==> src/idct_pkg.sv <==
// IDCT datapath types and constants
// sample, accumulator and pixel types, pass shifts and the
// fixed point cosine table, scaled by 4096
package idct_pkg;

	typedef logic signed [15:0] sample_t;
	typedef logic signed [31:0] acc_t;
	typedef logic [7:0] pixel_t;
	typedef logic signed [15:0] coeff_t;

	// row * 8 + column
	typedef logic [5:0] buf_addr_t;

	// T = S' * C keeps sum >> 8, S = C^T * T keeps sum >> 16
	localparam int PASS1_SHIFT = 8;
	localparam int PASS2_SHIFT = 16;

	// C[k][n], k is the frequency index
	localparam coeff_t DCT_COEFF [8][8] = '{
		'{ 1448,  1448,  1448,  1448,  1448,  1448,  1448,  1448},
		'{ 2009,  1703,  1138,   400,  -400, -1138, -1703, -2009},
		'{ 1892,   784,  -784, -1892, -1892,  -784,   784,  1892},
		'{ 1703,  -400, -2009, -1138,  1138,  2009,   400, -1703},
		'{ 1448, -1448, -1448,  1448,  1448, -1448, -1448,  1448},
		'{ 1138, -2009,   400,  1703, -1703,  -400,  2009, -1138},
		'{  784, -1892,  1892,  -784,  -784,  1892, -1892,   784},
		'{  400, -1138,  1703, -2009,  2009, -1703,  1138,  -400}
	};

endpackage

==> src/block_buffer.sv <==
// 8x8 block memory
// one write port, one read port, read data registered
// the element type is set per instance
module block_buffer #(
	parameter type elem_t = logic [15:0]
) (
	input  logic                Clock,
	input  logic                wr_en_i,
	input  idct_pkg::buf_addr_t wr_addr_i,
	input  elem_t               wr_data_i,
	input  idct_pkg::buf_addr_t rd_addr_i,
	output elem_t               rd_data_o
);

elem_t mem [64];

always_ff @(posedge Clock) begin
	if (wr_en_i) begin
		mem[wr_addr_i] <= wr_data_i;
	end
end

// one cycle read
always_ff @(posedge Clock) begin
	rd_data_o <= mem[rd_addr_i];
end

endmodule

==> config.mk <==
export PLATFORM = sky130hd
export DESIGN_NAME = block_buffer
export DESIGN_NICKNAME = d
export VERILOG_FILES = /design/src/idct_pkg.sv /design/src/block_buffer.sv
export SDC_FILE = /design/constraint.sdc
export NUM_CORES = 1
export LEC_CHECK = 0
export BUFFER_PORTS_ARGS = -buffer_cell sky130_fd_sc_hd__buf_2
export CORE_MARGIN = 3
export CORE_UTILIZATION = 48
export CTS_BUF_LIST = sky130_fd_sc_hd__clkbuf_8
export DETAILED_ROUTE_END_ITERATION = 12
export GPL_ROUTABILITY_DRIVEN = 0
export PLACE_DENSITY_LB_ADDON = 0.08
export SLEW_MARGIN = 0
export SYNTH_ARGS = -nofsm -noshare
export SYNTH_HDL_FRONTEND = slang
export SYNTH_SLANG_ARGS = --single-unit
==> constraint.sdc <==
create_clock -name Clock -period 2.7 [get_ports Clock]
set_clock_uncertainty 0.05 [all_clocks]
set_input_delay 0 -clock Clock [delete_from_list [all_inputs] [get_ports Clock]]
set_output_delay 0 -clock Clock [all_outputs]
set_load 0.05 [all_outputs]
==> impl_results.md <==
- Inst Count DP: 3014
- F_max: 449 MHz
- CTS buffer count: 168
- Maximum vdd drop: 0.606 mV
- Ys flop type: edfxtp_1
- Clk root buf: clkbuf_8
- Switching power: 7.34 mW
- Setup violators final: 0
- # IOs: 46
- Post-synth EDFFs: 1024
- Initial antenna violation count: 8
- Port bufs: 45
- Minimum clock period: 2.23 ns
- CP max stage delay: 0.56 ns
- Post-route insts no fill: 3350
- Worst path slowest cell: dlygate4sd3_1
- Asr flop ratio synth: 0%
- HPWL after DPL: 59300 um
- GR Util All Layers: 23.6%
- Pre-CTS setup slack: 0.0975 ns
- Post-CTS Resized: 0
- Pint: 25.0 mW
- Layout cells sized above 1: 30.1%
- Chip height: 295 um
- Sequential Area: 31100 um^2
- Clk_lat worst skew: 0.81 ns
- Fillers: 6259
- Worst min path class: input port to register
- Total gr overflow: 0
- Fin area: 45800 um^2
- Via density per instance: 5.87
- Site Rows: 105
- Cell chain of the critical path: dlygate4sd3_1, buf_8, nor2b_1, buf_4, a22oi_1, a41oi_1, o21ai_0, and4_1
- Sequential fraction of the synthesis area: 77.6%
- Required time worst endpoint: 3.35 ns
- LEAKAGE: 15.0 nW
- Sequential power share: 55.5%
- Largest net degree at the start of global routing: 66
- First-pass GRT wire length: 144000 um
- DR pass1 iterations: 5
- Multi-input gate area: 8250 um^2
- Setup Fix Bufs, Post-CTS: 0
- WS Path Type: input port to register
- RSZ-0062 raised after global routing: false
- Synth unique cells: 43
- Average cell area after synthesis: 21.9 um^2
- Initial core utilization: 48.6%
- Mapped cell area: 40000 um^2
- End-of-flow core utilization: 55.6%
- Simple-gate portion of the synthesized area: 2.65%
- Area share of fa/ha/maj cells after synthesis: 0%
- CTS tree: done
- Placed Area: 42400 um^2
- Slew Limit Fails: 0
- Syn Inst Count: 1829
- Slew margin rel.: 24.9%
- Clock Power Share: 38.6%
- Critical Path Source Type: input port
- Post-synthesis mux area share: 15.5%
- Remaining DRCs: 0
- Post-DR wirelength/cell: 29.8 um
- Die ar.: 86900 um^2
- Sw frac: 22.7%
- Worst hold slack: 0.0532 ns
- Iteration-0 DRC Markers: 1892
- Synth warnings: 0
- Nets: 2174
- Worst Max-Slew Pin Slew: 1.13 ns
- Via count of the first global-routing pass: 20400
- Setup tns final: 0 ns
- H-tree levels: 4
- Fin. Hold Viols: 0
- Antenna viol nets, final: 0
- Largest family of logic cells by synthesized area: multiplexers
- Comb power frac: 5.9%
- Longest Clk Path Bufs: 3
- Worst setup margin: 0.472 ns
- Syn_nets: 1859
- CP Capture Type: register
- Synth Area in Compound Gates: 2.41%
- Synth Area in XOR/XNOR: 0%
- CP Max Fanout: 65
- Area Overhead vs Synth: 14.5%
- Pwr Density: 705 nW/um^2
- CTS clk-pin slew, worst paths: 0.06 ns
- Number of max-cap violations: 0
- Via count: 19700
- Core area: 82400 um^2
- Run status: finished, final reports clean
- Tot Pwr: 32.3 mW
- Die W: 295 um
- FF+latch count, synth: 1040
- Fin crit share: 82.5%
- WL final: 99900 um
- Arrival @ worst endpoint: 2.88 ns
- CTS Sinks: 1040
cell usage after synthesis, types with 2 or more instances:
library cell,count,share of area (%)
clkbuf_2,2,0.025
nand2_1,59,0.55
nor3_1,2,0.025
a22o_1,6,0.13
and2_1,2,0.031
nand3_1,24,0.30
a311oi_1,8,0.17
a41oi_1,5,0.11
nand3b_1,2,0.037
nand2b_1,3,0.047
mux4_2,220,12
mux4_1,4,0.26
a22oi_1,39,0.73
buf_4,13,0.24
o21ai_1,3,0.037
edfxtp_1,1024,77
nor2b_1,30,0.47
a211o_1,8,0.17
a221o_1,6,0.15
mux2i_1,85,2.1
nor2_2,2,0.031
a31oi_1,8,0.12
nor2_1,72,0.67
buf_6,17,0.48
buf_1,3,0.028
nand4_1,12,0.19
a21oi_1,17,0.21
and4_1,5,0.11
a211oi_1,8,0.15
buf_12,5,0.25
buf_2,36,0.45
a221oi_1,16,0.35
buf_8,3,0.11
mux2_2,27,0.76
clkbuf_1,24,0.22
nor4_2,3,0.094
dfxtp_1,16,0.80
o21ai_0,5,0.062
layout make-up:
class	count	area share [%]
Clock buffer	178	5.34
Sequential cell	1040	67.8
Timing Repair Buffer	249	4.54
Clock inverter	125	1.40
Antenna cell	3	0.0164
Tap cell	1070	2.92
Multi-Input combinational cell	685	18.0
per-layer routing:
metal | part of all wire [%] | vias up | track usage, %
met2 | 49 | 664 | 37.9
met5 | 0.0080 | - | 0
met3 | 6.1 | 157 | 4.21
met4 | 2.9 | 2 | 8.35
li1 | - | 8358 | -
met1 | 42 | 10500 | 32.9
path summary, 6_finish.rpt:
| check | cells past startpoint | slack [ns] | endpoint | start |
|---|---|---|---|---|
| hold reg to reg | 4 | 0.82 | rd_data_o[5] | mem[10][5] |
| hold / removal | 2 | 0.05 | mem[56][6] | wr_data_i[6] |
| setup reg to reg | 7 | 0.58 | rd_data_o[15] | mem[7][15] |
| setup / recovery | 8 | 0.47 | rd_data_o[2] | rd_addr_i[2] |
placed cells by master (no fill, tap or decap), drive strengths merged, types with 2 or more instances in the layout:
cell type	n
diode	3
a22o	6
mux2i	85
a221o	6
clkinv	49
nor3	2
nand4	12
inv	68
nor2	74
a211oi	8
clkbuf	178
mux4	224
buf	219
and4	5
nor4	3
a41oi	5
and2	2
dfxtp	16
o21ai	8
a221oi	16
dlygate4sd3	30
clkinvlp	5
nand3b	2
nand3	24
bufinv	3
a22oi	39
a31oi	8
nand2	60
a211o	8
nand2b	3
a311oi	8
nor2b	30
edfxtp	1024
mux2	27
a21oi	17
worst max-delay path, delay by kind of cell:
kind                   cells  cell delay [ns]
AND/OR/NAND/NOR            2             0.80
buffers and inverters      3             1.34
AO/OA/AOI/OAI              3             0.68
cell families after synthesis:
logic type      Yosys count
simple gates            220
flops                  1040
compound gates          129
mux                     336
buf+inv                 104
power by group through the flow:
| stage | sequential [mW] | combinational, mW | clock [mW] |
|---|---|---|---|
| floorplan | 18.4 | 0.925 | 0 |
| global placement | 18.3 | 1.88 | 0 |
| detailed placement | 18.3 | 1.90 | 0 |
| CTS | 17.9 | 1.93 | 12.8 |
| global route | 17.9 | 2.02 | 13.6 |
| finish | 17.9 | 1.90 | 12.5 |
sequential cells by signal, summed over array words and instances, names as in the netlist:
name / cells
mem: 1024
rd_data_o: 16
timing repair:
item | in CTS | in global routing
endpoints found under the setup margin | 0 | 0
endpoints found under the hold margin | 1033 | 0
hold buffers | 30 | 0
Power figures use the tool's default switching activity.
