<file path="src/frame_pkg.sv">
// frame geometry and SRAM memory map
// one luminance plane of pre-IDCT samples in, packed pixels out
package frame_pkg;

	// SRAM word address and data
	typedef logic [17:0] sram_addr_t;
	typedef logic [15:0] sram_data_t;

	// frame size in 8x8 blocks
	localparam int BLOCK_COLS = 4;
	localparam int BLOCK_ROWS = 2;

	// one sample per word, two pixels per word
	localparam sram_addr_t SAMPLE_ROW_WORDS = sram_addr_t'(BLOCK_COLS * 8);
	localparam sram_addr_t PIXEL_ROW_WORDS = sram_addr_t'(BLOCK_COLS * 4);

	// region bases
	localparam sram_addr_t PRE_IDCT_BASE = 18'd1024;
	localparam sram_addr_t PIXEL_BASE = 18'd0;

	// data returns this many cycles after the address
	localparam int READ_LATENCY = 2;

endpackage

</file>
<file path="src/idct_sequencer.sv">
// IDCT block sequencer
// walks the frame block by block in row-major order, runs fetch,
// both IDCT passes and writeback for each block, and owns the SRAM port
module idct_sequencer (
	input  logic                  Clock,
	input  logic                  Resetn,
	input  logic                  start_i,
	input  logic                  fetch_done_i,
	input  logic                  engine_done_i,
	input  logic                  wb_done_i,
	input  frame_pkg::sram_addr_t fetch_address_i,
	input  frame_pkg::sram_addr_t wb_address_i,
	input  frame_pkg::sram_data_t wb_write_data_i,
	input  logic                  wb_we_n_i,
	output logic                  fetch_go_o,
	output logic                  engine_go_o,
	output logic                  engine_pass_o,
	output logic                  wb_go_o,
	output frame_pkg::sram_addr_t fetch_base_o,
	output frame_pkg::sram_addr_t wb_base_o,
	output frame_pkg::sram_addr_t sram_address_o,
	output frame_pkg::sram_data_t sram_write_data_o,
	output logic                  sram_we_n_o,
	output logic                  done_o
);

localparam int COL_W = $clog2(frame_pkg::BLOCK_COLS);
localparam int ROW_W = $clog2(frame_pkg::BLOCK_ROWS);

typedef enum logic [2:0] {SEQ_IDLE, SEQ_FETCH, SEQ_PASS0, SEQ_PASS1, SEQ_WB} seq_state_t;

seq_state_t state;
logic [COL_W-1:0] bcol;
logic [ROW_W-1:0] brow;
logic last_block;
logic sel_fetch;
logic sel_wb;
frame_pkg::sram_addr_t held_addr;

assign last_block = (bcol == COL_W'(frame_pkg::BLOCK_COLS - 1)) &&
	(brow == ROW_W'(frame_pkg::BLOCK_ROWS - 1));

// a block is 8 sample words or 4 pixel words wide
assign fetch_base_o = frame_pkg::PRE_IDCT_BASE
	+ frame_pkg::sram_addr_t'(brow) * (frame_pkg::SAMPLE_ROW_WORDS << 3)
	+ frame_pkg::sram_addr_t'({bcol, 3'b000});
assign wb_base_o = frame_pkg::PIXEL_BASE
	+ frame_pkg::sram_addr_t'(brow) * (frame_pkg::PIXEL_ROW_WORDS << 3)
	+ frame_pkg::sram_addr_t'({bcol, 2'b00});

assign sel_fetch = (state == SEQ_FETCH);
assign sel_wb = (state == SEQ_WB);

always_comb begin
	sram_address_o = held_addr;
	sram_write_data_o = '0;
	sram_we_n_o = 1'b1;
	if (sel_fetch) begin
		sram_address_o = fetch_address_i;
	end
	if (sel_wb) begin
		sram_address_o = wb_address_i;
		sram_write_data_o = wb_write_data_i;
		sram_we_n_o = wb_we_n_i;
	end
end

always_ff @(posedge Clock or negedge Resetn) begin
	if (!Resetn) begin
		state <= SEQ_IDLE;
		bcol <= '0;
		brow <= '0;
		fetch_go_o <= 1'b0;
		engine_go_o <= 1'b0;
		engine_pass_o <= 1'b0;
		wb_go_o <= 1'b0;
		done_o <= 1'b0;
		held_addr <= '0;
	end else begin
		fetch_go_o <= 1'b0;
		engine_go_o <= 1'b0;
		wb_go_o <= 1'b0;
		done_o <= 1'b0;
		held_addr <= sram_address_o;
		case (state)
			SEQ_IDLE: begin
				if (start_i) begin
					bcol <= '0;
					brow <= '0;
					fetch_go_o <= 1'b1;
					state <= SEQ_FETCH;
				end
			end
			SEQ_FETCH: begin
				if (fetch_done_i) begin
					engine_pass_o <= 1'b0;
					engine_go_o <= 1'b1;
					state <= SEQ_PASS0;
				end
			end
			SEQ_PASS0: begin
				if (engine_done_i) begin
					engine_pass_o <= 1'b1;
					engine_go_o <= 1'b1;
					state <= SEQ_PASS1;
				end
			end
			SEQ_PASS1: begin
				if (engine_done_i) begin
					wb_go_o <= 1'b1;
					state <= SEQ_WB;
				end
			end
			SEQ_WB: begin
				if (wb_done_i) begin
					if (last_block) begin
						done_o <= 1'b1;
						state <= SEQ_IDLE;
					end else begin
						// next block, wrapping to the next block row
						if (bcol == COL_W'(frame_pkg::BLOCK_COLS - 1)) begin
							bcol <= '0;
							brow <= brow + ROW_W'(1);
						end else begin
							bcol <= bcol + COL_W'(1);
						end
						fetch_go_o <= 1'b1;
						state <= SEQ_FETCH;
					end
				end
			end
			default: state <= SEQ_IDLE;
		endcase
	end
end

endmodule

</file>
<file path="config.mk">
export PLATFORM = sky130hd
export DESIGN_NAME = idct_sequencer
export DESIGN_NICKNAME = d
export VERILOG_FILES = /design/src/frame_pkg.sv /design/src/idct_sequencer.sv
export SDC_FILE = /design/constraint.sdc
export NUM_CORES = 1
export LEC_CHECK = 0
export CAP_MARGIN = 15
export CELL_PAD_IN_SITES_DETAIL_PLACEMENT = 1
export CELL_PAD_IN_SITES_GLOBAL_PLACEMENT = 2
export CORE_ASPECT_RATIO = 0.7
export CORE_UTILIZATION = 36
export DETAILED_ROUTE_END_ITERATION = 10
export DONT_BUFFER_PORTS = 1
export PLACE_DENSITY = 0.88
export SLEW_MARGIN = 10
export SYNTH_ARGS = -nofsm -noshare
export SYNTH_HDL_FRONTEND = slang
export SYNTH_SLANG_ARGS = --single-unit
</file>
<file path="constraint.sdc">
create_clock -name Clock -period 3.9 [get_ports Clock]
set_clock_uncertainty 0.05 [all_clocks]
set_input_delay 0.195 -clock Clock [delete_from_list [all_inputs] [get_ports Clock]]
set_output_delay 0.195 -clock Clock [all_outputs]
set_load 0.01 [all_outputs]
</file>
==> metrics <==
Final setup viols 0; met1 Track Usage GR 16.8%; DRT antenna net count 0; DR vias 1114; flops & latches, synth 29; initial antenna violation count 0; Worst Path Arrival 2340 ps; CP Max Fanout 23; WL/cell 16.7 um; worst skew pair latency about 270 ps; min cycle time layout 2590 ps; outcome complete, no violations; max_slew headroom approximately 29%; leakage 0.967 nW; DIE HEIGHT 61.1 um; Initial Util 37.5%; CTS Buffer Depth 2; total track usage 14.1%; Slew @ Worst Pin 1060 ps; crit path launch type register; H-tree levels 2; Max Fclk 386 MHz; DRC 0; met3 usage 6.30%; Die Width 86.4 um; Port-buffer cells 0; setup TNS 0 ps; Final Cycle Share 66.3%; postcts setup bufs 0; first-pass GRT wire length roughly 5400 um; CP max stage delay 700 ps; drt total wl 3850 um; Via density 4.82; CTS tree yes; io pins 135; slowest CP cell nor3b_4; PwrDens 755 nW/um^2; CP required about 3700 ps; CTS Sinks 29; commonest cells after routing, fill and taps aside conb_1, dfrtp_1, a21o_1; CP Class reg -> out; global route overflow 0; number of detailed-route iterations in the first pass 4; Yosys warning total 0; Crit. End Element primary output; worst hold margin between 20 and 30 ps; hold violation total from the final report 0; RSZ-0062 raised after global routing no; post-synth top area share 40.4%; fin util 37.8%; average cell area after synthesis 10.9 sq um; largest net degree at the start of global routing 30; Yosys cell types 34; nets@finish around 220; Reg clk slew, reported paths 60 ps; Hold/Removal Path Class in -> reg; Std-Cell Rows 21; hold buffer count at cts 3; met2 usage 22.8%; core box area approximately 4800 sq um; max-slew violations 0; Tot Pwr 1.37 mW; worst path bufs/invs 1; CP top delay family simple AND/OR/NAND/NOR gates; total CTS buffers 5; Max VDD drop 0.000248 V; RD Place Congestion 0.797; sequential area share after synthesis 40.4%; share of layout cells above drive strength 1 between 10% and 20%; area grow syn2layout 0.767%; clock root cell clkbuf_8; DR iter-0 viols 18; Cell Area, Synth 1790 sq um; commonest non-fill, non-tap cell in the layout conb_1; Most Crowded Layer GR met2; vias in the first global route ~1000; Cells after Synth 164; Area contributors post-synth dfrtp_1, buf_4, a22o_4; die area 5270 sq um; crit-path cells nor3b_4 > buf_4 > a22o_1 > a21o_1; Final HPWL DP 2850 um; number of max-cap violations 0; Yosys top cell by area dfrtp_1; ANT cells 0; post_cts resized 0
## per-stage QoR
stage                     cell area (sq um)  instances  setup WS, ps
after global routing                   1810        231          1100
after floorplan                        1900        192          2300
final                                  1810        231          1310
after detailed placement               1690        220          1600
after CTS                              1810        231          1290
after global placement                 1690        220          1710
## where the power goes
part	switching [mW]	total, mW	internal [mW]
Sequential	0.101	0.530	0.429
Combinational	0.357	0.603	0.245
Clock	0.109	0.232	0.123
Total	0.567	1.37	0.798
## per-layer routing
layer,share of wire (%),up-vias
li1,-,500
met1,42,547
met2,47,61
met3,9.4,6
met4,1.1,0
met5,0,-
## cell families (layout without fill, tap and decap cells)
group                      after synthesis  after routing  share of synthesized area, %
DFF                                     29             29                          40.4
other                                    2             30                         0.419
adders and majority gates                1              1                         0.697
and+or+nand+nor                         41             41                          15.1
AOI/OAI and AO/OA                       47             47                          25.5
buffers and inverters                   44             14                          17.9
## synth_stat cells
cell and n:
nand4_1 1, a22o_4 10, nor3b_2 1, inv_1 2
conb_1 2, or2_2 1, buf_2 2, nor2b_1 2
o31ai_1 1, clkbuf_1 2, nand2_1 5, a211oi_1 1
buf_4 35, buf_6 3, or2_1 1, o32ai_2 1
nor2_4 1, a21o_1 19, and3_1 2, a21oi_1 2
o21ai_1 1, or4b_1 1, nor2_1 3, dfrtp_1 29
nand3b_1 2, nor3b_1 1, nand2b_1 2, a22o_1 8
nor3b_4 1, a31oi_1 2, and2_1 16, nand4b_1 1
ha_1 1, o21ai_0 2
## sequential cells by signal, summed over array words and instances (netlist names)
register and cells:
fetch_go_o 1, engine_go_o 1, brow 1, state 3
engine_pass_o 1, held_addr 18, done_o 1, bcol 2
wb_go_o 1
## layout make-up
cell class	instances	area (sq um)
fillers	546	2970
multi-input cells	119	858
flip-flops and latches	29	726
well taps	69	86.3
clock buffers	6	72.6
repair buffers	4	47.5
clock inverters	2	10.0
inverters	2	7.51
## path summary, 6_finish.rpt
kind / startpoint / to / slack (ps) / cells past startpoint
setup / recovery: state[2] / sram_address_o[6] / 1310 / 4
hold / removal: wb_done_i / state[2] / 30 / 2
setup reg to reg: state[2] / bcol[0] / 1620 / 4
hold reg to reg: held_addr[5] / held_addr[5] / 490 / 1
max in group asynchronous: Resetn / held_addr[3] / 3320 / 2
min in group asynchronous: Resetn / held_addr[12] / 310 / 2
(Power assumes the default switching activity.)
