File: src/frame_pkg.sv
// frame geometry and SRAM memory map
// one luminance plane of pre-IDCT samples in, packed pixels out
package frame_pkg;

	// SRAM word address and data
	typedef logic [17:0] sram_addr_t;
	typedef logic [15:0] sram_data_t;

	// frame size in 8x8 blocks
	localparam int BLOCK_COLS = 4;
	localparam int BLOCK_ROWS = 2;

	// one sample per word, two pixels per word
	localparam sram_addr_t SAMPLE_ROW_WORDS = sram_addr_t'(BLOCK_COLS * 8);
	localparam sram_addr_t PIXEL_ROW_WORDS = sram_addr_t'(BLOCK_COLS * 4);

	// region bases
	localparam sram_addr_t PRE_IDCT_BASE = 18'd1024;
	localparam sram_addr_t PIXEL_BASE = 18'd0;

	// data returns this many cycles after the address
	localparam int READ_LATENCY = 2;

endpackage

File: src/idct_pkg.sv
// IDCT datapath types and constants
// sample, accumulator and pixel types, pass shifts and the
// fixed point cosine table, scaled by 4096
package idct_pkg;

	typedef logic signed [15:0] sample_t;
	typedef logic signed [31:0] acc_t;
	typedef logic [7:0] pixel_t;
	typedef logic signed [15:0] coeff_t;

	// row * 8 + column
	typedef logic [5:0] buf_addr_t;

	// T = S' * C keeps sum >> 8, S = C^T * T keeps sum >> 16
	localparam int PASS1_SHIFT = 8;
	localparam int PASS2_SHIFT = 16;

	// C[k][n], k is the frequency index
	localparam coeff_t DCT_COEFF [8][8] = '{
		'{ 1448,  1448,  1448,  1448,  1448,  1448,  1448,  1448},
		'{ 2009,  1703,  1138,   400,  -400, -1138, -1703, -2009},
		'{ 1892,   784,  -784, -1892, -1892,  -784,   784,  1892},
		'{ 1703,  -400, -2009, -1138,  1138,  2009,   400, -1703},
		'{ 1448, -1448, -1448,  1448,  1448, -1448, -1448,  1448},
		'{ 1138, -2009,   400,  1703, -1703,  -400,  2009, -1138},
		'{  784, -1892,  1892,  -784,  -784,  1892, -1892,   784},
		'{  400, -1138,  1703, -2009,  2009, -1703,  1138,  -400}
	};

endpackage

File: src/block_fetch.sv
// block fetch
// reads the 64 samples of one block from SRAM, one word per cycle,
// and lands each returning word in its sample buffer slot
module block_fetch (
	input  logic                  Clock,
	input  logic                  Resetn,
	input  logic                  go_i,
	input  frame_pkg::sram_addr_t base_i,
	input  frame_pkg::sram_data_t sram_read_data_i,
	output frame_pkg::sram_addr_t sram_address_o,
	output logic                  buf_wr_en_o,
	output idct_pkg::buf_addr_t   buf_wr_addr_o,
	output idct_pkg::sample_t     buf_wr_data_o,
	output logic                  done_o
);

localparam int LAT = frame_pkg::READ_LATENCY;

logic busy;
logic issue;
logic [2:0] row;
logic [2:0] col;
logic [5:0] next_pos;
frame_pkg::sram_addr_t next_addr;
logic [LAT-1:0] lat_valid;
idct_pkg::buf_addr_t lat_idx [LAT];

assign next_pos = {row, col} + 6'd1;
assign next_addr = base_i + frame_pkg::sram_addr_t'(next_pos[5:3]) * frame_pkg::SAMPLE_ROW_WORDS
	+ frame_pkg::sram_addr_t'(next_pos[2:0]);

always_ff @(posedge Clock or negedge Resetn) begin
	if (!Resetn) begin
		busy <= 1'b0;
		issue <= 1'b0;
		row <= '0;
		col <= '0;
		sram_address_o <= '0;
		lat_valid <= '0;
		buf_wr_en_o <= 1'b0;
		buf_wr_addr_o <= '0;
		done_o <= 1'b0;
	end else begin
		lat_valid <= {lat_valid[LAT-2:0], issue};
		buf_wr_en_o <= lat_valid[LAT-1];
		buf_wr_addr_o <= lat_idx[LAT-1];
		done_o <= lat_valid[LAT-1] && (lat_idx[LAT-1] == 6'd63);
		if (lat_valid[LAT-1] && (lat_idx[LAT-1] == 6'd63)) begin
			busy <= 1'b0;
		end
		if (go_i && !busy) begin
			busy <= 1'b1;
			issue <= 1'b1;
			row <= '0;
			col <= '0;
			sram_address_o <= base_i;
		end else if (issue) begin
			if ({row, col} == 6'd63) begin
				issue <= 1'b0;
			end else begin
				row <= next_pos[5:3];
				col <= next_pos[2:0];
				sram_address_o <= next_addr;
			end
		end
	end
end

// buffer index follows its address through the read latency
always_ff @(posedge Clock) begin
	lat_idx[0] <= {row, col};
	for (int i = 1; i < LAT; i++) begin
		lat_idx[i] <= lat_idx[i-1];
	end
	buf_wr_data_o <= idct_pkg::sample_t'(sram_read_data_i);
end

endmodule

File: config.mk
export PLATFORM = sky130hd
export DESIGN_NAME = block_fetch
export DESIGN_NICKNAME = d
export VERILOG_FILES = /design/src/frame_pkg.sv /design/src/idct_pkg.sv /design/src/block_fetch.sv
export SDC_FILE = /design/constraint.sdc
export NUM_CORES = 1
export LEC_CHECK = 0
export BUFFER_PORTS_ARGS = -buffer_cell sky130_fd_sc_hd__buf_2
export CAP_MARGIN = 30
export CORE_UTILIZATION = 51
export DETAILED_ROUTE_END_ITERATION = 16
export GPL_TIMING_DRIVEN = 0
export HOLD_SLACK_MARGIN = 0.15
export PLACE_DENSITY = 0.91
export SLEW_MARGIN = 20
export SYNTH_ARGS = -nofsm -noshare
export SYNTH_HDL_FRONTEND = slang
export SYNTH_SLANG_ARGS = --single-unit
File: constraint.sdc
create_clock -name Clock -period 2.75 [get_ports Clock]
set_clock_uncertainty 0.15 [all_clocks]
set_input_delay 0.275 -clock Clock [delete_from_list [all_inputs] [get_ports Clock]]
set_output_delay 0.275 -clock Clock [all_outputs]
set_load 0.1 [all_outputs]
==> flow_summary.yaml <==
global_route:
  grt_antenna_before_repair: 0
  met1_usage_pct: 31.7
  grt_max_degree: 37
  track_usage_pct: 25.1
  top_usage_layer: "met2"
  grt_pass1_vias: 2128
  grtUsageMet3_pct: 6.45
  overflow: 0
  use_met2_pct: 39.5
  grt_pass1_wl_um: 9860
floorplanning:
  core-area_mm2: 0.00482
  die-area_mm2: 0.00539
  die_w_um: 73.4
  initial_core_util_pct: 54.0
  rows: 25
  ios: 79
  fp.dieH_um: 73.4
route:
  viasPerCell: 5.22
  routed_wl_um: 6450
  vias: 2303
  first_pass_iters: 4
  drc_errors: 0
  antenna_left: 0
  initialDrtViolationCount: 180
  wl_per_cell_um: 14.6
sta:
  tightest_slew_ns: 0.821
  setup_viol_count_final: 0
  max_slew_margin_pct: 45.3
  rsz0062_at_grt: "no"
  setup_ws_ns: 0.114
  hold_viol_final: 0
  fmax_mhz: 379
  period_share_pct: 95.9
  fin_tns_setup_ns: 0
  final_max_slew_viol_count: 0
  post-route-min-period_ns: 2.64
status:
  status: "complete, no violations"
synth:
  yosysWarnings: 0
  synth_area_per_cell_um2: 10.6
  synth_area_mm2: 0.00260
  synth.ff_latch_count: 64
  syn_nets: 290
  synth.distinct_cells: 54
  synthCells: 245
  synthFlopType: "dfrtp_1"
  async_flop_share_pct: 56.3
  synth_edf_count: 0
  seq_area_frac_synth_pct: 56.2
final_layout:
  final_cell_mix: "83 x buf_2, 34 x dfrtp_1, 34 x dlygate4sd3_1, 28 x dfxtp_1, 26 x nand2_1"
  diodes: 0
  final_common_cell: "buf_2"
  area_growth_pct: 42.1
  drive_above_1_share_pct: 30.7
  nets: 414
worst_hold_path:
  worst_hold_path.num_cells: 0
  hold_path.class: "flop to flop"
placed_design:
  io_buffers: 78
  place.gp.congestion: 0.931
  pre_cts_slack_ns: 0.0960
  dp_hpwl_um: 3820
clocking:
  clk_path_buf_depth: 2
  clkTransAtPathRegs_ns: 0.07
  clock_latency_ns: 0.33
  clock_sinks: 64
  cts_buffers: 9
  ctsRootBufferMaster: "clkbuf_8"
  cts_max_level: 3
  cts_tree: "done"
worst_setup_path:
  cpPeakStageDelay_ns: 0.44
  cp_num_buf_inv: 0
  cp_max_fo: 6
  cp_slowest_cell: "dfrtp_1"
  critPathCaptureType: "flop"
  cp.depth: 9
  r2r_cells: 9
  crit_type: "flop to flop"
  startpoint_type: "flop"
  r2r_slack_ns: 0.11
  crit_chain: "ha_4 -> nand3_4 -> xnor2_1 -> ha_1 -> a21o_1 -> a21o_4 -> o211ai_1 -> a21oi_1 -> o2bb2a_1"
  arrival_ns: 2.71
  required_ns: 2.83
  critPathTopFamily: "compound AO/OA/AOI/OAI gates"
job:
  cap_violations: 0
[logic make-up after synthesis]
kind of cell	synth area share, %
compound gates	15.5
buf+inv	2.98
flops	56.2
simple gates	15.7
fa+ha+maj	4.14
xor+xnor	4.71
mux	0.818
[worst paths after layout]
kind | to | start
worst max-delay path | sram_address_o[11] | col[1]
worst min-delay path | lat_idx[0][6] | lat_idx[0][0]
worst max register to register | sram_address_o[11] | col[1]
worst min register to register | lat_idx[0][6] | lat_idx[0][0]
max in group asynchronous | col[0] | Resetn
min in group asynchronous | sram_address_o[2] | Resetn
[sequential cells by signal, indices dropped and copies added, names as in the netlist]
name            count
lat_idx            12
busy                1
lat_valid           2
buf_wr_addr_o       6
buf_wr_data_o      16
row                 3
col                 3
buf_wr_en_o         1
sram_address_o     18
done_o              1
issue               1
[repair_timing]
action                     4_1_cts  5_1_grt
gates resized for setup          0       10
hold endpoints to repair        69        0
setup buffers                    0        1
setup endpoints to repair        0        6
hold buffers                    34        0
[routing by layer]
metal,vias up,routed length [um]
met4,0,114
met1,1072,2580
met5,-,0
met3,13,440
li1,1112,-
met2,106,3320
[worst register-to-register path, stage by stage, from the launching register on]
cell and delay (ns):
dfrtp_1 0.44, ha_4 0.19, nand3_4 0.11, xnor2_1 0.16, ha_1 0.37, a21o_1 0.24, a21o_4 0.25, o211ai_1 0.20
a21oi_1 0.11, o2bb2a_1 0.30
[area by class of cell]
type                            instances  area, um^2
Buffer                                  9        51.3
Clock buffer                           10         128
Clock inverter                          6        92.6
Fill cell                             327        1120
Inverter                                7        26.3
Multi-Input combinational cell        165        1110
Sequential cell                        64        1460
Tap cell                               67        83.8
Timing Repair Buffer                  113         738
[stage by stage]
stage	instance area, um^2	cells	hold slack (ns)	util, %
after floorplan	2600	245	-0.171	-
after global placement	3080	390	0.162	63.8
after detailed placement	3080	390	0.162	63.8
after CTS	3640	440	0.178	75.5
after global routing	3700	441	0.184	76.7
final	3700	441	0.179	76.7
[synthesized netlist by cell type, types with 2 or more instances]
master,count,area (um^2)
a21o_1,4,30.0
dfxtp_1,28,561
o211ai_1,4,30.0
nand4_1,5,31.3
buf_2,5,25.0
o21ai_0,6,30.0
nand2b_1,2,12.5
a21oi_1,17,85.1
nor2_1,16,60.1
nand2_1,26,97.6
nor2b_1,3,18.8
nor3_1,7,35.0
xor2_1,8,70.1
inv_1,7,26.3
o21ai_1,7,35.0
o2111ai_1,2,17.5
dfrtp_1,36,901
ha_1,7,87.6
nand3_1,14,70.1
xnor2_1,6,52.6
a31oi_1,2,12.5
Power is left out: the tool's default activity adds up to more than one toggle a clock period on the data nets, which glitch-free logic cannot reach.
