**src/idct_pkg.sv**
```systemverilog
// IDCT datapath types and constants
// sample, accumulator and pixel types, pass shifts and the
// fixed point cosine table, scaled by 4096
package idct_pkg;

	typedef logic signed [15:0] sample_t;
	typedef logic signed [31:0] acc_t;
	typedef logic [7:0] pixel_t;
	typedef logic signed [15:0] coeff_t;

	// row * 8 + column
	typedef logic [5:0] buf_addr_t;

	// T = S' * C keeps sum >> 8, S = C^T * T keeps sum >> 16
	localparam int PASS1_SHIFT = 8;
	localparam int PASS2_SHIFT = 16;

	// C[k][n], k is the frequency index
	localparam coeff_t DCT_COEFF [8][8] = '{
		'{ 1448,  1448,  1448,  1448,  1448,  1448,  1448,  1448},
		'{ 2009,  1703,  1138,   400,  -400, -1138, -1703, -2009},
		'{ 1892,   784,  -784, -1892, -1892,  -784,   784,  1892},
		'{ 1703,  -400, -2009, -1138,  1138,  2009,   400, -1703},
		'{ 1448, -1448, -1448,  1448,  1448, -1448, -1448,  1448},
		'{ 1138, -2009,   400,  1703, -1703,  -400,  2009, -1138},
		'{  784, -1892,  1892,  -784,  -784,  1892, -1892,   784},
		'{  400, -1138,  1703, -2009,  2009, -1703,  1138,  -400}
	};

endpackage

```
**src/matrix_engine.sv**
```systemverilog
// 8x8 matrix multiply engine for both IDCT passes
// pass 0: T = S' * C, one sample row per output row, sum >> 8
// pass 1: S = C^T * T, one T column per output column, sum >> 16, clip
// two products per cycle, four cycles per output element
module matrix_engine (
	input  logic                Clock,
	input  logic                Resetn,
	input  logic                go_i,
	input  logic                pass_i,
	input  idct_pkg::sample_t   sample_rd_data_i,
	input  idct_pkg::acc_t      t_rd_data_i,
	output idct_pkg::buf_addr_t rd_addr_o,
	output logic                t_wr_en_o,
	output idct_pkg::acc_t      t_wr_data_o,
	output logic                pix_wr_en_o,
	output idct_pkg::pixel_t    pix_wr_data_o,
	output idct_pkg::buf_addr_t wr_addr_o,
	output logic                done_o
);

typedef enum logic [1:0] {ENG_IDLE, ENG_LOAD, ENG_CALC} eng_state_t;

eng_state_t state;
logic pass_q;
logic [2:0] outer;
logic [2:0] inner;
logic [1:0] beat;
logic start_fetch;
logic [2:0] fetch_line_next;
logic fetch_on;
logic [2:0] fetch_k;
logic [2:0] fetch_line;
logic [1:0] cap_valid;
logic [2:0] cap_k [2];
logic line_loaded;
logic row_switch;
idct_pkg::acc_t cur_row [8];
idct_pkg::acc_t nxt_row [8];
idct_pkg::acc_t operand;
idct_pkg::acc_t acc;
idct_pkg::acc_t prod0;
idct_pkg::acc_t prod1;
idct_pkg::acc_t sum;
idct_pkg::acc_t t_val;
idct_pkg::acc_t p_val;

assign operand = pass_q ? t_rd_data_i : idct_pkg::acc_t'(sample_rd_data_i);

// next line streams in over the last three columns of the current one
assign start_fetch = ((state == ENG_IDLE) && go_i) ||
	((state == ENG_CALC) && (inner == 3'd5) && (beat == 2'd0) && (outer != 3'd7));
assign fetch_line_next = (state == ENG_IDLE) ? 3'd0 : outer + 3'd1;
assign row_switch = (state == ENG_CALC) && (beat == 2'd3) && (inner == 3'd7);

always_comb begin
	prod0 = cur_row[{beat, 1'b0}] * idct_pkg::acc_t'(idct_pkg::DCT_COEFF[{beat, 1'b0}][inner]);
	prod1 = cur_row[{beat, 1'b1}] * idct_pkg::acc_t'(idct_pkg::DCT_COEFF[{beat, 1'b1}][inner]);
	sum = prod0 + prod1;
	if (beat != 2'd0) begin
		sum = sum + acc;
	end
	t_val = sum >>> idct_pkg::PASS1_SHIFT;
	p_val = sum >>> idct_pkg::PASS2_SHIFT;
end

// operand reads, two cycles from issue to capture
always_ff @(posedge Clock or negedge Resetn) begin
	if (!Resetn) begin
		fetch_on <= 1'b0;
		fetch_k <= '0;
		fetch_line <= '0;
		cap_valid <= '0;
		line_loaded <= 1'b0;
		rd_addr_o <= '0;
	end else begin
		cap_valid <= {cap_valid[0], fetch_on};
		line_loaded <= cap_valid[1] && (cap_k[1] == 3'd7);
		if (fetch_on) begin
			rd_addr_o <= pass_q ? {fetch_k, fetch_line} : {fetch_line, fetch_k};
			fetch_k <= fetch_k + 3'd1;
			if (fetch_k == 3'd7) begin
				fetch_on <= 1'b0;
			end
		end
		if (start_fetch) begin
			fetch_on <= 1'b1;
			fetch_k <= '0;
			fetch_line <= fetch_line_next;
		end
	end
end

always_ff @(posedge Clock or negedge Resetn) begin
	if (!Resetn) begin
		state <= ENG_IDLE;
		pass_q <= 1'b0;
		outer <= '0;
		inner <= '0;
		beat <= '0;
		t_wr_en_o <= 1'b0;
		pix_wr_en_o <= 1'b0;
		wr_addr_o <= '0;
		done_o <= 1'b0;
	end else begin
		t_wr_en_o <= 1'b0;
		pix_wr_en_o <= 1'b0;
		done_o <= 1'b0;
		case (state)
			ENG_IDLE: begin
				if (go_i) begin
					pass_q <= pass_i;
					outer <= '0;
					inner <= '0;
					beat <= '0;
					state <= ENG_LOAD;
				end
			end
			ENG_LOAD: begin
				if (line_loaded) begin
					state <= ENG_CALC;
				end
			end
			ENG_CALC: begin
				beat <= beat + 2'd1;
				if (beat == 2'd3) begin
					t_wr_en_o <= !pass_q;
					pix_wr_en_o <= pass_q;
					wr_addr_o <= pass_q ? {inner, outer} : {outer, inner};
					inner <= inner + 3'd1;
					if (inner == 3'd7) begin
						outer <= outer + 3'd1;
						if (outer == 3'd7) begin
							done_o <= 1'b1;
							state <= ENG_IDLE;
						end
					end
				end
			end
			default: state <= ENG_IDLE;
		endcase
	end
end

always_ff @(posedge Clock) begin
	cap_k[0] <= fetch_k;
	cap_k[1] <= cap_k[0];
	if (cap_valid[1]) begin
		nxt_row[cap_k[1]] <= operand;
	end
	if (((state == ENG_LOAD) && line_loaded) || row_switch) begin
		cur_row <= nxt_row;
	end
	if (state == ENG_CALC) begin
		acc <= sum;
	end
	if ((state == ENG_CALC) && (beat == 2'd3)) begin
		t_wr_data_o <= t_val;
		if (p_val < 0) begin
			pix_wr_data_o <= 8'd0;
		end else if (p_val > 255) begin
			pix_wr_data_o <= 8'd255;
		end else begin
			pix_wr_data_o <= p_val[7:0];
		end
	end
end

endmodule

```
**config.mk**
```make
export PLATFORM = sky130hd
export DESIGN_NAME = matrix_engine
export DESIGN_NICKNAME = d
export VERILOG_FILES = /design/src/idct_pkg.sv /design/src/matrix_engine.sv
export SDC_FILE = /design/constraint.sdc
export NUM_CORES = 2
export LEC_CHECK = 0
export BUFFER_PORTS_ARGS = -buffer_cell sky130_fd_sc_hd__buf_2
export CAP_MARGIN = 0
export CORE_UTILIZATION = 30
export DETAILED_ROUTE_END_ITERATION = 16
export GPL_ROUTABILITY_DRIVEN = 0
export PLACE_DENSITY = 0.46
export SLEW_MARGIN = 40
export SYNTH_ARGS = -nofsm -noshare
export SYNTH_HDL_FRONTEND = slang
export SYNTH_SLANG_ARGS = --single-unit
```
**constraint.sdc**
```tcl
create_clock -name Clock -period 27.5 [get_ports Clock]
set_clock_uncertainty 0.2 [all_clocks]
set_input_delay 1.375 -clock Clock [delete_from_list [all_inputs] [get_ports Clock]]
set_output_delay 1.375 -clock Clock [all_outputs]
set_load 0.01 [all_outputs]
```
==> flow_metrics.py <==
metrics = {
    "clock_tree": {
        "cts_max_level": 3,
        "cts_setup_buffers": 0,
        "cts_buffers": 69,
        "clock_sinks": 602,
        "clkTransAtPathRegs_ns": 0.05,
        "cts_max_path_buffers": 3,
        "hold_buffers": 0,
        "insertion_delay_ns": 0.66,
        "cts_root_buf": "clkbuf_16",
        "cts_resized": 0,
        "cts_tree": "built",
    },
    "setup_path": {
        "start_kind": "flop",
        "cpMostUsedCell": "fa_1",
        "rrSetupSlack_ns": 14.62,
        "r2r_cells": 38,
        "slowest_stage": "dfrtp_4",
        "r2r-end": "pix_wr_data_o[0]$_SDFFCE_PP0P_",
        "critPathCaptureType": "flop",
        "cp_max_fo": 61,
        "cp_data_arrival_time_ns": 13.06,
        "cpPeakStageDelay_ns": 0.66,
        "worstPathRequired_ns": 27.68,
        "r2r-start": "beat[1]$_DFFE_PN0P_",
        "crit_type": "reg -> reg",
    },
    "yosys": {
        "synth_nets": 4688,
        "synthArstFlopShare": 0.0598,
        "synth_top_area_share": 0.370,
        "synth-main-ff-cell": "edfxtp_1",
        "ys_top_cells_by_count": "inv_1 (754), fa_1 (600), edfxtp_1 (560)",
        "synth.most_common_cell": "inv_1",
        "syn_area_per_cell_sq_um": 11.9,
        "synth.largest_area_cell": "edfxtp_1",
        "ys_ff_latch": 602,
        "netlist_top_cells_area": "edfxtp_1 (37%), fa_1 (26%), ha_1 (6.3%)",
        "netlist_area_sq_mm": 0.0454,
        "ys_warn_count": 0,
        "seq_area_frac_synth": 0.393,
        "synth_cell_types": 80,
        "synth_cells": 3809,
        "synth-edff-count": 560,
    },
    "floorplan": {
        "initial_utilization": 0.303,
        "die_y_um": 391,
        "core_area_sq_mm": 0.150,
        "placementRows": 142,
        "die_w_um": 391,
        "dieArea_sq_mm": 0.153,
        "ioPinCount": 107,
    },
    "drt": {
        "wl_met2_um": 59400,
        "wl_met1_um": 50000,
        "top_layer_used": "met4",
        "ant_nets": 0,
        "drtIter0Drc": 1642,
        "wirelength_um": 117000,
        "route.vias.total": 27100,
        "dr_wl_met3_um": 4230,
        "via_per_inst": 4.55,
        "drt-pass1-iter-count": 5,
        "wire_per_inst_um": 19.6,
        "drc": 0,
    },
    "hold_path": {
        "min_to": "cap_k[0][5]$_DFF_P_",
        "hp-class": "reg -> reg",
        "hp-start": "cap_k[0][2]$_DFF_P_",
        "holdPathStages": 0,
    },
    "outcome": {
        "status": "finished clean",
    },
    "global_routing": {
        "antenna_found_initial": 3,
        "track_usage": 0.157,
        "grt_pass1_vias": 29100,
        "grt_pass1_wl_um": 179000,
        "overflow": 0,
        "grt_max_degree": 77,
    },
    "cells_and_area": {
        "nNetsFinal": 4778,
        "final_layout_size_suffix_gt1_frac": 0.101,
        "syn2layout_area_growth_pct": 11.4,
        "fin_area_sq_mm": 0.0506,
        "antennaDiodeCount": 0,
    },
    "timing": {
        "layout_min_cycle_time_ns": 12.88,
        "fmax_mhz": 77.6,
        "rsz0062_at_grt": "false",
        "slew_viol_final": 0,
        "worst_pin_slew_ns": 0.879,
        "fin_crit_sh": 0.468,
        "maxSlewHeadroom": 0.413,
        "fin_tns_setup_ns": 0,
        "report.final.setup_viol": 0,
        "hold_violations": 0,
    },
    "place": {
        "hpwl_um": 88600,
        "dpl_cell_area_sq_mm": 0.0484,
        "portBuffers": 106,
    },
    "job": {
        "cap_viol_max_count": 0,
    },
}
==> critical path: cells and delay by family (launching register included) <==
kind	cells	cell delay, ns
XOR/XNOR	2	0.42
multiplexers	3	1.42
flip-flops	1	0.66
buffers and inverters	8	1.55
AND/OR/NAND/NOR	3	1.03
AO/OA/AOI/OAI	11	2.54
adder cells (fa/ha/maj)	11	4.76
==> cells in the final DEF (no fill, tap or decap), types with 8 or more instances in the layout <==
cell type	Yosys	routed
inv_1	754	753
a21oi_1	88	88
clkinv_1	1	13
fa_1	600	600
nor3_1	11	9
clkbuf_16	0	70
o21a_1	30	30
ha_1	227	226
o21ai_1	16	16
nand3_1	16	16
a211oi_1	8	8
mux2i_1	45	44
o21bai_1	9	9
xor2_1	26	26
nor2_1	223	217
edfxtp_1	560	560
buf_4	13	50
mux2_2	43	43
and2_1	96	95
xnor2_1	80	78
a211o_1	8	8
clkbuf_1	96	16
dfrtp_1	36	32
a31oi_1	15	15
and3_1	17	17
a21o_1	33	33
o21ai_0	77	72
buf_2	15	106
clkinv_2	0	9
nand2_1	436	436
nand2b_1	42	42
mux4_2	53	52
nor2b_1	21	21
==> worst max-delay path by stage <==
stage	start	to
after floorplan	state[0]$_DFFE_PN0P_	cur_row[0]$_DFFE_PP_
after global placement	beat[1]$_DFFE_PN0P_	pix_wr_data_o[2]$_SDFFCE_PP0P_
after detailed placement	beat[1]$_DFFE_PN0P_	pix_wr_data_o[0]$_SDFFCE_PP0P_
after CTS	beat[1]$_DFFE_PN0P_	pix_wr_data_o[0]$_SDFFCE_PP0P_
after global routing	beat[1]$_DFFE_PN0P_	pix_wr_data_o[0]$_SDFFCE_PP0P_
final	beat[1]$_DFFE_PN0P_	pix_wr_data_o[0]$_SDFFCE_PP0P_
==> stage by stage <==
step | cells | setup slack [ns] | hold slack, ns | utilization
after CTS | 5966 | 14.22 | 0.126 | 0.337
after floorplan | 3809 | 8.39 | 0.110 | -
after detailed placement | 5844 | 14.21 | 0.114 | 0.323
after global placement | 5842 | 14.44 | 0.114 | 0.323
after global routing | 5966 | 13.84 | 0.132 | 0.337
final | 5966 | 14.62 | 0.125 | 0.337
==> state kept, by name, summed over array words and instances (netlist names), 3 cells and up <==
signal,flops
cur_row,248
nxt_row,248
acc,32
t_wr_data_o,24
pix_wr_data_o,8
cap_k,6
rd_addr_o,6
wr_addr_o,6
fetch_k,3
fetch_line,3
inner,3
outer,3
==> final cells by class <==
type | count | area, sq um
well taps | 2016 | 2520
repair buffers | 158 | 932
flip-flops and latches | 602 | 17800
inverters | 757 | 2840
fillers | 15200 | 99400
multi-input cells | 2311 | 24300
clock inverters | 36 | 352
clock buffers | 86 | 1810
==> logic make-up after synthesis <==
kind of cell,share of synthesized area
compound gates,0.0472
xor+xnor,0.0228
fa+ha+maj,0.327
buf+inv,0.0764
flops,0.393
mux,0.0471
simple gates,0.0866
==> layer usage <==
layer / track usage / vias up
li1: - / 12400
met1: 0.202 / 14100
met2: 0.275 / 496
met3: 0.0197 / 145
met4: 0.0456 / 0
met5: 0 / -
Power is not shown: default switching activity piles up to over one toggle a cycle in this logic, so the estimate is an artifact.
